$ cat src/include/fc_config.svh
// ================================================
// Flow control responder configuration defines
// Settings addresses, timestamp option, widths
// ================================================
`ifndef FC_CONFIG_SVH
`define FC_CONFIG_SVH

// Settings bus register addresses
`define SR_CYCS_PER_ACK 8'd0
`define SR_PKTS_PER_ACK 8'd1

// Flow control packets carry a timestamp beat when set
`define FC_USE_TIME 1

// Field widths
`define FC_DATA_W 64
`define FC_CYC_W 24
`define FC_PKT_W 16

`endif
$ cat src/hdl/fc_ctrl_pkg.sv
// ================================================
// Settings bus, header info, ack request structs
// and framer state enum
// ================================================
package fc_ctrl_pkg;

  // Strobed register writes, no handshake
  typedef struct packed {
    logic        stb;
    logic [7:0]  addr;
    logic [31:0] data;
  } set_bus_t;

  // Parser to trigger and framer
  typedef struct packed {
    logic        hdr_stb;
    logic [11:0] seqnum;
    logic [15:0] src_sid;
    logic [15:0] dst_sid;
    logic [63:0] vita_time;
  } hdr_info_t;

  // Trigger to framer, SIDs already swapped
  typedef struct packed {
    logic [31:0] seqnum_ext;
    logic [15:0] src_sid;
    logic [15:0] dst_sid;
    logic [63:0] vita_time;
  } ack_req_t;

  typedef enum logic [1:0] {
    IDLE,
    HDR,
    TIME,
    PAYLOAD
  } framer_state_e;

endpackage

$ cat src/hdl/fc_stream_pkg.sv
// ================================================
// Stream beat struct, CHDR header word struct
// and CHDR packet type enum
// ================================================
`include "fc_config.svh"

package fc_stream_pkg;

  // One beat of the 64-bit packet stream
  typedef struct packed {
    logic [`FC_DATA_W-1:0] tdata;
    logic                  tlast;
  } stream_beat_t;

  // CHDR packet types, top two bits of the header
  typedef enum logic [1:0] {
    DATA      = 2'd0,
    FLOW_CTRL = 2'd1,
    CMD       = 2'd2,
    RESP      = 2'd3
  } chdr_pkt_type_e;

  // First word of every CHDR packet
  typedef struct packed {
    chdr_pkt_type_e pkt_type;
    logic           has_time;
    logic           eob;
    logic [11:0]    seqnum;
    logic [15:0]    length;
    logic [15:0]    src_sid;
    logic [15:0]    dst_sid;
  } chdr_hdr_t;

endpackage

$ cat src/hdl/fc_responder_top.sv
// ================================================
// Flow control responder top level
// Header parser, ack trigger and packet framer
// ================================================
`timescale 1ns/1ps

module fc_responder_top
  import fc_stream_pkg::*, fc_ctrl_pkg::*;
(
  input  logic         clk,
  input  logic         i_rst,
  input  set_bus_t     i_set,
  input  stream_beat_t i_in,
  input  logic         i_in_valid,
  output logic         o_in_ready,
  output stream_beat_t o_out,
  output logic         o_out_valid,
  input  logic         i_out_ready,
  output stream_beat_t o_fc,
  output logic         o_fc_valid,
  input  logic         i_fc_ready
);

  hdr_info_t hdr_info;
  ack_req_t  ack_req;
  logic      ack_valid;
  logic      ack_ready;
  logic      consumed;

  // Last beat of a packet leaving the pass-through port
  assign consumed = o_out_valid && i_out_ready && o_out.tlast;

  chdr_hdr_parser parser_i (
    .clk         (clk),
    .i_rst       (i_rst),
    .i_in        (i_in),
    .i_in_valid  (i_in_valid),
    .o_in_ready  (o_in_ready),
    .o_out       (o_out),
    .o_out_valid (o_out_valid),
    .i_out_ready (i_out_ready),
    .o_hdr       (hdr_info)
  );

  fc_ack_trigger trigger_i (
    .clk         (clk),
    .i_rst       (i_rst),
    .i_set       (i_set),
    .i_hdr       (hdr_info),
    .i_consumed  (consumed),
    .o_ack       (ack_req),
    .o_ack_valid (ack_valid),
    .i_ack_ready (ack_ready)
  );

  fc_pkt_framer framer_i (
    .clk         (clk),
    .i_rst       (i_rst),
    .i_ack       (ack_req),
    .i_ack_valid (ack_valid),
    .o_ack_ready (ack_ready),
    .o_fc        (o_fc),
    .o_fc_valid  (o_fc_valid),
    .i_fc_ready  (i_fc_ready)
  );

endmodule

$ cat src/hdl/fc_pkt_framer.sv
// ================================================
// Flow control packet framer
// Header, optional timestamp, then seqnum payload
// ================================================
`timescale 1ns/1ps
`include "fc_config.svh"

module fc_pkt_framer
  import fc_stream_pkg::*, fc_ctrl_pkg::*;
(
  input  logic         clk,
  input  logic         i_rst,
  input  ack_req_t     i_ack,
  input  logic         i_ack_valid,
  output logic         o_ack_ready,
  output stream_beat_t o_fc,
  output logic         o_fc_valid,
  input  logic         i_fc_ready
);

  // Length in bytes, 8 per beat
  localparam logic [15:0] FC_LEN = (`FC_USE_TIME != 0) ? 16'd24 : 16'd16;

  framer_state_e state;
  ack_req_t      ack_q;
  logic [11:0]   fc_seq;
  chdr_hdr_t     fc_hdr;

  assign o_ack_ready = (state == IDLE);
  assign o_fc_valid  = (state != IDLE);

  assign fc_hdr = '{
    pkt_type: FLOW_CTRL,
    has_time: 1'(`FC_USE_TIME),
    eob:      1'b0,
    seqnum:   fc_seq,
    length:   FC_LEN,
    src_sid:  ack_q.src_sid,
    dst_sid:  ack_q.dst_sid
  };

  always_ff @(posedge clk) begin
    if (i_rst) begin
      state  <= IDLE;
      fc_seq <= '0;
    end else begin
      case (state)
        IDLE: begin
          if (i_ack_valid) begin
            state <= HDR;
          end
        end
        HDR: begin
          if (i_fc_ready) begin
            state <= (`FC_USE_TIME != 0) ? TIME : PAYLOAD;
          end
        end
        TIME: begin
          if (i_fc_ready) begin
            state <= PAYLOAD;
          end
        end
        PAYLOAD: begin
          if (i_fc_ready) begin
            state  <= IDLE;
            fc_seq <= fc_seq + 12'd1;
          end
        end
        default: state <= IDLE;
      endcase
    end
  end

  // One ack held while the packet goes out
  always_ff @(posedge clk) begin
    if (o_ack_ready && i_ack_valid) begin
      ack_q <= i_ack;
    end
  end

  always_comb begin
    o_fc = '0;
    case (state)
      HDR:  o_fc.tdata = fc_hdr;
      TIME: o_fc.tdata = ack_q.vita_time;
      PAYLOAD: begin
        o_fc.tdata = {32'h0, ack_q.seqnum_ext};
        o_fc.tlast = 1'b1;
      end
      default: o_fc = '0;
    endcase
  end

  a_fc_hold: assert property (@(posedge clk) disable iff (i_rst)
    o_fc_valid && !i_fc_ready |=> o_fc_valid && $stable(o_fc));

endmodule

$ cat src/hdl/fc_ack_trigger.sv
// ================================================
// Settings registers, seqnum extension, ack
// counters and the flow control ack request
// ================================================
`timescale 1ns/1ps
`include "fc_config.svh"

module fc_ack_trigger
  import fc_ctrl_pkg::*;
(
  input  logic      clk,
  input  logic      i_rst,
  input  set_bus_t  i_set,
  input  hdr_info_t i_hdr,
  input  logic      i_consumed,
  output ack_req_t  o_ack,
  output logic      o_ack_valid,
  input  logic      i_ack_ready
);

  logic                cyc_en;
  logic [`FC_CYC_W-1:0] cyc_limit;
  logic                pkt_en;
  logic [`FC_PKT_W-1:0] pkt_limit;
  logic [31:0]         seqnum_int;
  logic [`FC_CYC_W:0]   cycle_count;
  logic [`FC_PKT_W:0]   packet_count;
  logic                cyc_hit;
  logic                pkt_hit;
  logic                slot_free;
  logic                fire;

  // Settings: bit 31 is the enable, count in the low bits
  always_ff @(posedge clk) begin
    if (i_rst) begin
      cyc_en    <= 1'b0;
      cyc_limit <= '0;
      pkt_en    <= 1'b0;
      pkt_limit <= '0;
    end else if (i_set.stb) begin
      if (i_set.addr == `SR_CYCS_PER_ACK) begin
        cyc_en    <= i_set.data[31];
        cyc_limit <= i_set.data[`FC_CYC_W-1:0];
      end
      if (i_set.addr == `SR_PKTS_PER_ACK) begin
        pkt_en    <= i_set.data[31];
        pkt_limit <= i_set.data[`FC_PKT_W-1:0];
      end
    end
  end

  // Carry into the upper 20 bits when the 12-bit seqnum wraps
  always_ff @(posedge clk) begin
    if (i_rst) begin
      seqnum_int <= '0;
    end else if (i_hdr.hdr_stb) begin
      seqnum_int[11:0] <= i_hdr.seqnum;
      if (seqnum_int[11:0] == 12'hFFF) begin
        seqnum_int[31:12] <= seqnum_int[31:12] + 20'd1;
      end
    end
  end

  // Cycle counter only runs once started by a consumption
  assign cyc_hit = cyc_en && (cycle_count != '0) &&
                   (cycle_count >= {1'b0, cyc_limit});
  assign pkt_hit = pkt_en && (packet_count != '0) &&
                   (packet_count >= {1'b0, pkt_limit});

  // A pending ack blocks new triggers until the framer takes it
  assign slot_free = !o_ack_valid || i_ack_ready;
  assign fire      = (cyc_hit || pkt_hit) && slot_free;

  always_ff @(posedge clk) begin
    if (i_rst) begin
      cycle_count  <= '0;
      packet_count <= '0;
      o_ack_valid  <= 1'b0;
    end else if (fire) begin
      cycle_count  <= '0;
      packet_count <= '0;
      o_ack_valid  <= 1'b1;
    end else begin
      if (o_ack_valid && i_ack_ready) begin
        o_ack_valid <= 1'b0;
      end
      if (cyc_en && (i_consumed || cycle_count != '0)) begin
        cycle_count <= cycle_count + 1'b1;
      end
      if (pkt_en && i_consumed) begin
        packet_count <= packet_count + 1'b1;
      end
    end
  end

  // Hold the seqnum, the next header moves seqnum_int on
  always_ff @(posedge clk) begin
    if (fire) begin
      o_ack <= '{
        seqnum_ext: seqnum_int,
        src_sid:    i_hdr.dst_sid,
        dst_sid:    i_hdr.src_sid,
        vita_time:  i_hdr.vita_time
      };
    end
  end

  a_ack_hold: assert property (@(posedge clk) disable iff (i_rst)
    o_ack_valid && !i_ack_ready |=> o_ack_valid && $stable(o_ack));

endmodule

$ cat src/hdl/chdr_hdr_parser.sv
// ================================================
// One-entry register stage for the CHDR stream
// Extracts header fields and the timestamp
// ================================================
`timescale 1ns/1ps

module chdr_hdr_parser
  import fc_stream_pkg::*, fc_ctrl_pkg::*;
(
  input  logic         clk,
  input  logic         i_rst,
  input  stream_beat_t i_in,
  input  logic         i_in_valid,
  output logic         o_in_ready,
  output stream_beat_t o_out,
  output logic         o_out_valid,
  input  logic         i_out_ready,
  output hdr_info_t    o_hdr
);

  logic        in_xfer;
  logic        sop;
  logic        time_next;
  logic        hdr_stb;
  logic [11:0] seqnum_q;
  logic [15:0] src_sid_q;
  logic [15:0] dst_sid_q;
  logic [63:0] vita_time_q;
  chdr_hdr_t   hdr_word;

  // Accept a new beat whenever the stage is empty or draining
  assign o_in_ready = !o_out_valid || i_out_ready;
  assign in_xfer    = i_in_valid && o_in_ready;
  assign hdr_word   = chdr_hdr_t'(i_in.tdata);

  always_ff @(posedge clk) begin
    if (i_rst) begin
      o_out_valid <= 1'b0;
      sop         <= 1'b1;
      time_next   <= 1'b0;
      hdr_stb     <= 1'b0;
    end else begin
      hdr_stb <= in_xfer && sop;
      if (in_xfer) begin
        o_out_valid <= 1'b1;
        sop         <= i_in.tlast;
        // Timestamp follows the header when has_time is set
        time_next   <= sop && hdr_word.has_time && !i_in.tlast;
      end else if (i_out_ready) begin
        o_out_valid <= 1'b0;
      end
    end
  end

  always_ff @(posedge clk) begin
    if (in_xfer) begin
      o_out <= i_in;
      if (sop) begin
        seqnum_q  <= hdr_word.seqnum;
        src_sid_q <= hdr_word.src_sid;
        dst_sid_q <= hdr_word.dst_sid;
      end
      if (time_next) begin
        vita_time_q <= i_in.tdata;
      end
    end
  end

  assign o_hdr = '{
    hdr_stb:   hdr_stb,
    seqnum:    seqnum_q,
    src_sid:   src_sid_q,
    dst_sid:   dst_sid_q,
    vita_time: vita_time_q
  };

  // A held beat stays put until the consumer takes it
  a_out_hold: assert property (@(posedge clk) disable iff (i_rst)
    o_out_valid && !i_out_ready |=> o_out_valid && $stable(o_out));

endmodule

$ cat config.mk
export PLATFORM = sky130hd
export DESIGN_NAME = fc_responder_top
export DESIGN_NICKNAME = d
export VERILOG_FILES = /design/src/hdl/fc_ctrl_pkg.sv /design/src/hdl/fc_stream_pkg.sv /design/src/hdl/fc_responder_top.sv /design/src/hdl/fc_pkt_framer.sv /design/src/hdl/fc_ack_trigger.sv /design/src/hdl/chdr_hdr_parser.sv
export VERILOG_INCLUDE_DIRS = /design/src /design/src/include
export SDC_FILE = /design/constraint.sdc
export NUM_CORES = 1
export LEC_CHECK = 0
export BUFFER_PORTS_ARGS = -buffer_cell sky130_fd_sc_hd__buf_2
export CAP_MARGIN = 20
export CORE_ASPECT_RATIO = 1.4
export CORE_MARGIN = 2
export CORE_UTILIZATION = 54
export CTS_BUF_LIST = sky130_fd_sc_hd__clkbuf_4 sky130_fd_sc_hd__clkbuf_8
export CTS_CLUSTER_SIZE = 28
export DETAILED_ROUTE_END_ITERATION = 12
export PLACE_DENSITY = 0.89
export SLEW_MARGIN = 10
export SYNTH_ARGS = -nofsm -noshare
export SYNTH_HDL_FRONTEND = slang
export SYNTH_SLANG_ARGS = --single-unit
$ cat constraint.sdc
create_clock -name clk -period 9.15 [get_ports clk]
set_clock_uncertainty 0.15 [all_clocks]
set_input_delay 0.915 -clock clk [delete_from_list [all_inputs] [get_ports clk]]
set_output_delay 0.915 -clock clk [all_outputs]
set_load 0.01 [all_outputs]
==> reports/qor.csv, run 1 <==
metric,value,unit
fin_tns_setup,0,ns
slew_violations,0,
power,5080,uW
overflow,0,
port_buffers,236,
final_nets,1746,
io_pins,244,
yosysTopAreaCellShare,63.3,%
holdPathEnd,framer_i.ack_q[89],
routabilityCongestion,0.861,
synth_commonest_cells,"edfxtp_1 (429), nor2_1 (171), dfxtp_1 (135), inv_1 (61), mux2i_1 (58)",
worstSetupPathType,register to register,
reg2reg_from,trigger_i.cycle_count[16],
critPathCaptureType,register,
drc_errors,0,
p_per_area,213,nW/um2
internal-power,3990,uW
grt_first_pass_wirelength,63000,um
synth-seq-cells,564,
dpl_cell_area,22000,um2
cts_num_sinks,564,
dr.pass1.iters,9,
ys.flop_type,edfxtp_1,
synth_fp_nets,1459,
slowest_stage,buf_4,
cp_common_cell,buf_4,
synth_area_per_cell,15.7,um2
path_max_fanout,72,
ys_types,54,
die_w,168,um
cts_buffers,80,
critPathLaunchType,register,
htree_levels,3,
cp_cell_sequence,ha_1 > nand4_1 > or4_1 > a21oi_1 > a211oi_2 > o22ai_4 > buf_4 > buf_4,
clkLatencyLatePin,0.63,ns
synth_area_leaders,"edfxtp_1 (63%), dfxtp_1 (13%), nor2_1 (3.2%)",
vdd_drop_max,0.000217,V
rows,84,
wirelength,41400,um
postCtsSetupBuffers,0,
ant_nets,0,
grt_max_degree,92,
area_growth,17.0,%
finalHoldViolCount,0,
num_vias,11600,
cap_violations,0,
ys_seq_area_share,76.6,%
p_sw_share,21.3,%
critical-path-max-stage-delay,0.83,ns
instances_no_fill,2125,
synth_cells,1298,
seqPwrFrac,55.1,%
antenna_found_initial,2,
synth_edf_count,429,
synth_area,20300,um2
crit_arrival,4.04,ns
ys_async_sr_fraction,0,%
cts_tree,done,
fill_cells,2472,
p_leak,0.00872,uW
die_height,234,um
min_period,3.94,ns
cts_root_buffer,clkbuf_8,
slew_headroom,27.2,%
dp_hpwl,26100,um
regToRegSetupSlack,5.21,ns
power_switching,1080,uW
worstHoldPathCells,0,
rsz0062_at_grt,no,
placed_cells,1974,
reg2reg_to,trigger_i.o_ack[9],
hp-class,register to register,
cts_hold_buffers,0,
grt_use_total,21.1,%
dr.first_iter.drc_count,1192,
grt_pass1_vias,11700,
cts_max_path_buffers,3,
clkPwrFrac,41.0,%
final-setup-viol-count,0,
coreArea,37300,um2
drt-wirelength-per-cell,19.5,um
hp-start,trigger_i.o_ack[89],
worst_slew_pin_slew,1.09,ns
synth_warnings,0,
start_util,54.5,%
avgViaCountPerCell,5.48,
stdcell_area,23800,um2
r2r_cells,8,
clkTransAtPathRegs,0.07,ns
combPwrFrac,3.9,%
yosys.area.top_type,edfxtp_1,
dieArea,39300,um2
fmax,0.254,GHz
drive_above_1_share,24.0,%
outcome,"complete, no violations",
cp.required,9.25,ns
fin_crit_sh,43.1,%
cts.repair.resized,0,
hold-worst-slack,0.257,ns
yosysMostFrequentCell,edfxtp_1,
cell families (layout without fill, tap and decap cells):
family / after synthesis / count (layout) / share of synthesized area [%]
and+or+nand+nor: 355 / 355 / 8.62
DFF: 564 / 564 / 76.6
muxes: 58 / 58 / 2.85
xor gates and xnor gates: 63 / 63 / 2.71
AOI/OAI and AO/OA: 104 / 104 / 4.00
adders and majority gates: 50 / 50 / 3.08
other: 0 / 1 / 0
buffers and inverters: 104 / 457 / 2.11
sequential cells by signal, summed over array words and instances (netlist names), 17 cells and up:
name and flops:
framer_i.ack_q 128, parser_i.vita_time_q 64, trigger_i.o_ack 128, trigger_i.cycle_count 25, parser_i.o_out 65, trigger_i.cyc_limit 24
trigger_i.seqnum_int 32, trigger_i.packet_count 17
layer usage:
layer  wire, um  GRT usage [%]  share of wire (%)
met5         13              0              0.031
met4       1300           9.27                3.1
met3       2830           5.12                6.8
met2      22300           39.1                 54
met1      15000           23.0                 36
final cells by class:
class	instances	area [um2]	share of cell area, %
sequential	564	15600	65.5
tap	473	592	2.49
multi-input combinational	630	4360	18.3
antenna	1	2.50	0.0105
timing repair buffer	248	1300	5.48
clock buffer	103	1310	5.51
clock inverter	45	412	1.73
inverter	61	229	0.962
per-stage QoR:
stage / utilization [%] / setup slack [ns]
detailed placement: 59.0 / 5.21
global placement: 59.0 / 5.33
CTS: 63.6 / 5.17
finish: 63.8 / 5.21
floorplan: - / 0.525
global route: 63.8 / 4.97
power by group through the flow:
stage                     combinational [uW]  clock, uW  sequential [uW]
final                                    197       2080             2800
after global routing                     211       2220             2800
after CTS                                196       2120             2800
after detailed placement                 194          0             2850
after global placement                   186          0             2850
after floorplan                         90.8          0             2860
worst max path at each step:
stage / from / depth (start not counted) / end
global route: trigger_i.cyc_limit[20] / 9 / trigger_i.o_ack[9]
floorplan: trigger_i.cyc_limit[23] / 7 / trigger_i.o_ack[0]
finish: trigger_i.cycle_count[16] / 8 / trigger_i.o_ack[9]
detailed placement: trigger_i.cycle_count[16] / 8 / trigger_i.o_ack[23]
CTS: framer_i.state[1] / 6 / o_fc[55]
global placement: trigger_i.cycle_count[18] / 8 / trigger_i.o_ack[23]
placed cells by master, fill, tap and decap left out, drive strengths merged, types with 2 or more instances in the layout:
| master | instances |
|---|---|
| edfxtp | 429 |
| buf | 248 |
| nor2 | 174 |
| dfxtp | 135 |
| clkbuf | 103 |
| inv | 64 |
| mux2i | 58 |
| ha | 50 |
| nand2 | 37 |
| clkinv | 34 |
| a222oi | 32 |
| xor2 | 32 |
| nand3 | 31 |
| xnor2 | 31 |
| a21oi | 24 |
| and2 | 22 |
| nand4 | 19 |
| and3 | 16 |
| o21ai | 15 |
| a22o | 12 |
| nor4 | 12 |
| and4 | 9 |
| or3 | 8 |
| bufinv | 7 |
| nor2b | 6 |
| nand2b | 6 |
| nor3 | 6 |
| nor4b | 3 |
| a21o | 3 |
| nand4b | 3 |
| a211o | 2 |
| a2111oi | 2 |
| a31oi | 2 |
| a211oi | 2 |
critical path: cells and delay by family (launching register included):
| kind | cells | cell delay [ns] |
|---|---|---|
| buffers and inverters | 2 | 1.45 |
| AND/OR/NAND/NOR | 2 | 0.65 |
| AO/OA/AOI/OAI | 3 | 0.48 |
| flip-flops | 1 | 0.41 |
| adder cells (fa/ha/maj) | 1 | 0.37 |
Power figures use the tool's default switching activity.
==> inputs of run 2 (changes only) <==
clock period = 3.4 ns   (was 9.15 ns; I/O delays follow)
==> reports/qor.csv, run 2 (synthesized netlist as in run 1, its figures left out) <==
metric,value,unit,change
clkLatencyLatePin,0.65,ns,+0.02 ns
final_nets,1849,,+5.9%
critPathCaptureType,output port,,
hp-class,primary input to register,,
cts_max_path_buffers,3,,unchanged
fin_crit_sh,96.4,%,
cts_tree,done,,
clkTransAtPathRegs,0.06,ns,about the same
num_vias,12300,,+5.6%
worstSetupPathType,register to output port,,
hold-worst-slack,0.0958,ns,-0.161 ns
power,13800,uW,+170%
final_cell_mix,"edfxtp_1 (429), buf_2 (236), nor2_1 (170)",,
regToRegSetupSlack,0.24,ns,-4.97 ns
antenna_found_initial,2,,unchanged
critPathLaunchType,register,,
fmax,0.305,GHz,
path_max_fanout,28,,-61%
cp.required,2.91,ns,-6.34 ns
path_buf_inv,2,,unchanged
htree_levels,3,,unchanged
drive_above_1_share,23.7,%,-0.25 points
cts_root_buffer,clkbuf_8,,
outcome,"complete, no violations",,
critical-path-max-stage-delay,0.70,ns,-0.13 ns
routabilityCongestion,0.877,,+1.9%
coreArea,37300,um2,unchanged
drt-wirelength-per-cell,20.6,um,+5.7%
rsz0062_at_grt,no,,
grt_use_total,23.2,%,+2.1 points
final_common_cell,edfxtp_1,,
postCtsSetupBuffers,0,,unchanged
cp_cell_sequence,ha_2 > nor2b_2 > buf_4 > a22o_1 > buf_2,,
slew_violations,0,,unchanged
p_per_area,553,nW/um2,+160%
cts_num_sinks,564,,unchanged
finalHoldViolCount,0,,unchanged
reg_top3,"framer_i.ack_q (128), trigger_i.o_ack (128), parser_i.o_out (65)",,
start_util,54.5,%,unchanged
die_height,234,um,unchanged
dr.first_iter.drc_count,1012,,-15%
p_leak,0.00915,uW,+4.9%
cap_violations,0,,unchanged
drc_errors,0,,unchanged
avgViaCountPerCell,5.51,,+0.71%
crit_arrival,2.79,ns,-1.25 ns
dp_hpwl,27900,um,+7.1%
crit_family,adder cells,,
final-setup-viol-count,0,,unchanged
fill_cells,2383,,-3.6%
die_w,168,um,unchanged
dpl_cell_area,22200,um2,+0.93%
io_pins,244,,unchanged
area_growth,22.2,%,
worst_slew_pin_slew,1.00,ns,-0.0897 ns
slowest_stage,ha_2,,
grt_first_pass_wirelength,69000,um,+9.4%
slew_headroom,33.3,%,+6.2 points
grt_pass1_vias,12800,,+9.0%
cts_buffers,80,,unchanged
wirelength,45900,um,+11%
dr.pass1.iters,8,,-1
overflow,0,,unchanged
grt_max_degree,129,,+40%
ant_nets,0,,unchanged
min_period,3.28,ns,
rows,84,,unchanged
vdd_drop_max,0.000622,V,+190%
regArea,15600,um2,about the same
fin_tns_setup,0,ns,unchanged
multi_input_area,4420,um2,+1.3%
port_buffers,236,,unchanged
stdcell_area,24900,um2,+4.5%
dieArea,39300,um2,unchanged
[run 2: final cells by class]
cell class | count | share of cell area, %
flip-flops and latches | 564 | 62.7
multi-input cells | 630 | 17.8
repair buffers | 351 | 9.49
clock buffers | 109 | 5.45
well taps | 473 | 2.38
clock inverters | 38 | 1.27
inverters | 61 | 0.921
diodes | 2 | 0.0201
[run 2: final timing paths]
kind | startpoint | to | depth (start not counted)
worst max-delay path | framer_i.state[1] | o_fc[54] | 5
worst min-delay path | i_out_ready | parser_i.o_out_valid | 3
worst max register to register | trigger_i.cycle_count[11] | trigger_i.o_ack[8] | 7
worst min register to register | trigger_i.o_ack[125] | framer_i.ack_q[125] | 0
[run 2: stage by stage]
stage          std cells  util [%]  setup slack, ns
6_report            2228      66.6            0.124
5_1_grt             2228      66.6          0.00666
4_1_cts             2225      66.5           0.0251
3_5_place_dp        1985      59.6            0.323
3_3_place_gp        1985      59.6            0.413
2_1_floorplan       1298         -           -0.839
[run 2: tightest hold or removal path: stages]
cell	delay, ns
buf_2	0.12
nand2b_1	0.27
a21oi_1	0.11
[run 2: layer usage]
metal	up-vias	GRT usage, %	wire, um
li1	5606	-	-
met1	5971	24.8	16300
met2	595	42.3	24400
met3	113	6.07	3440
met4	0	11.7	1750
met5	-	0	0
[run 2: what timing repair did]
action                                  4_1_cts  5_1_grt
gates resized for setup                       0        1
hold buffers                                 93        0
endpoints found under the setup margin        0        2
hold endpoints to repair                    222        0
[run 2: report_power, final]
| part | switching [uW] | leakage [uW] | internal (uW) | total [uW] |
|---|---|---|---|---|
| logic | 406 | 0.00325 | 258 | 664 |
| clock network | 2560 | 0.000884 | 2990 | 5560 |
| registers | 44.4 | 0.00502 | 7480 | 7530 |
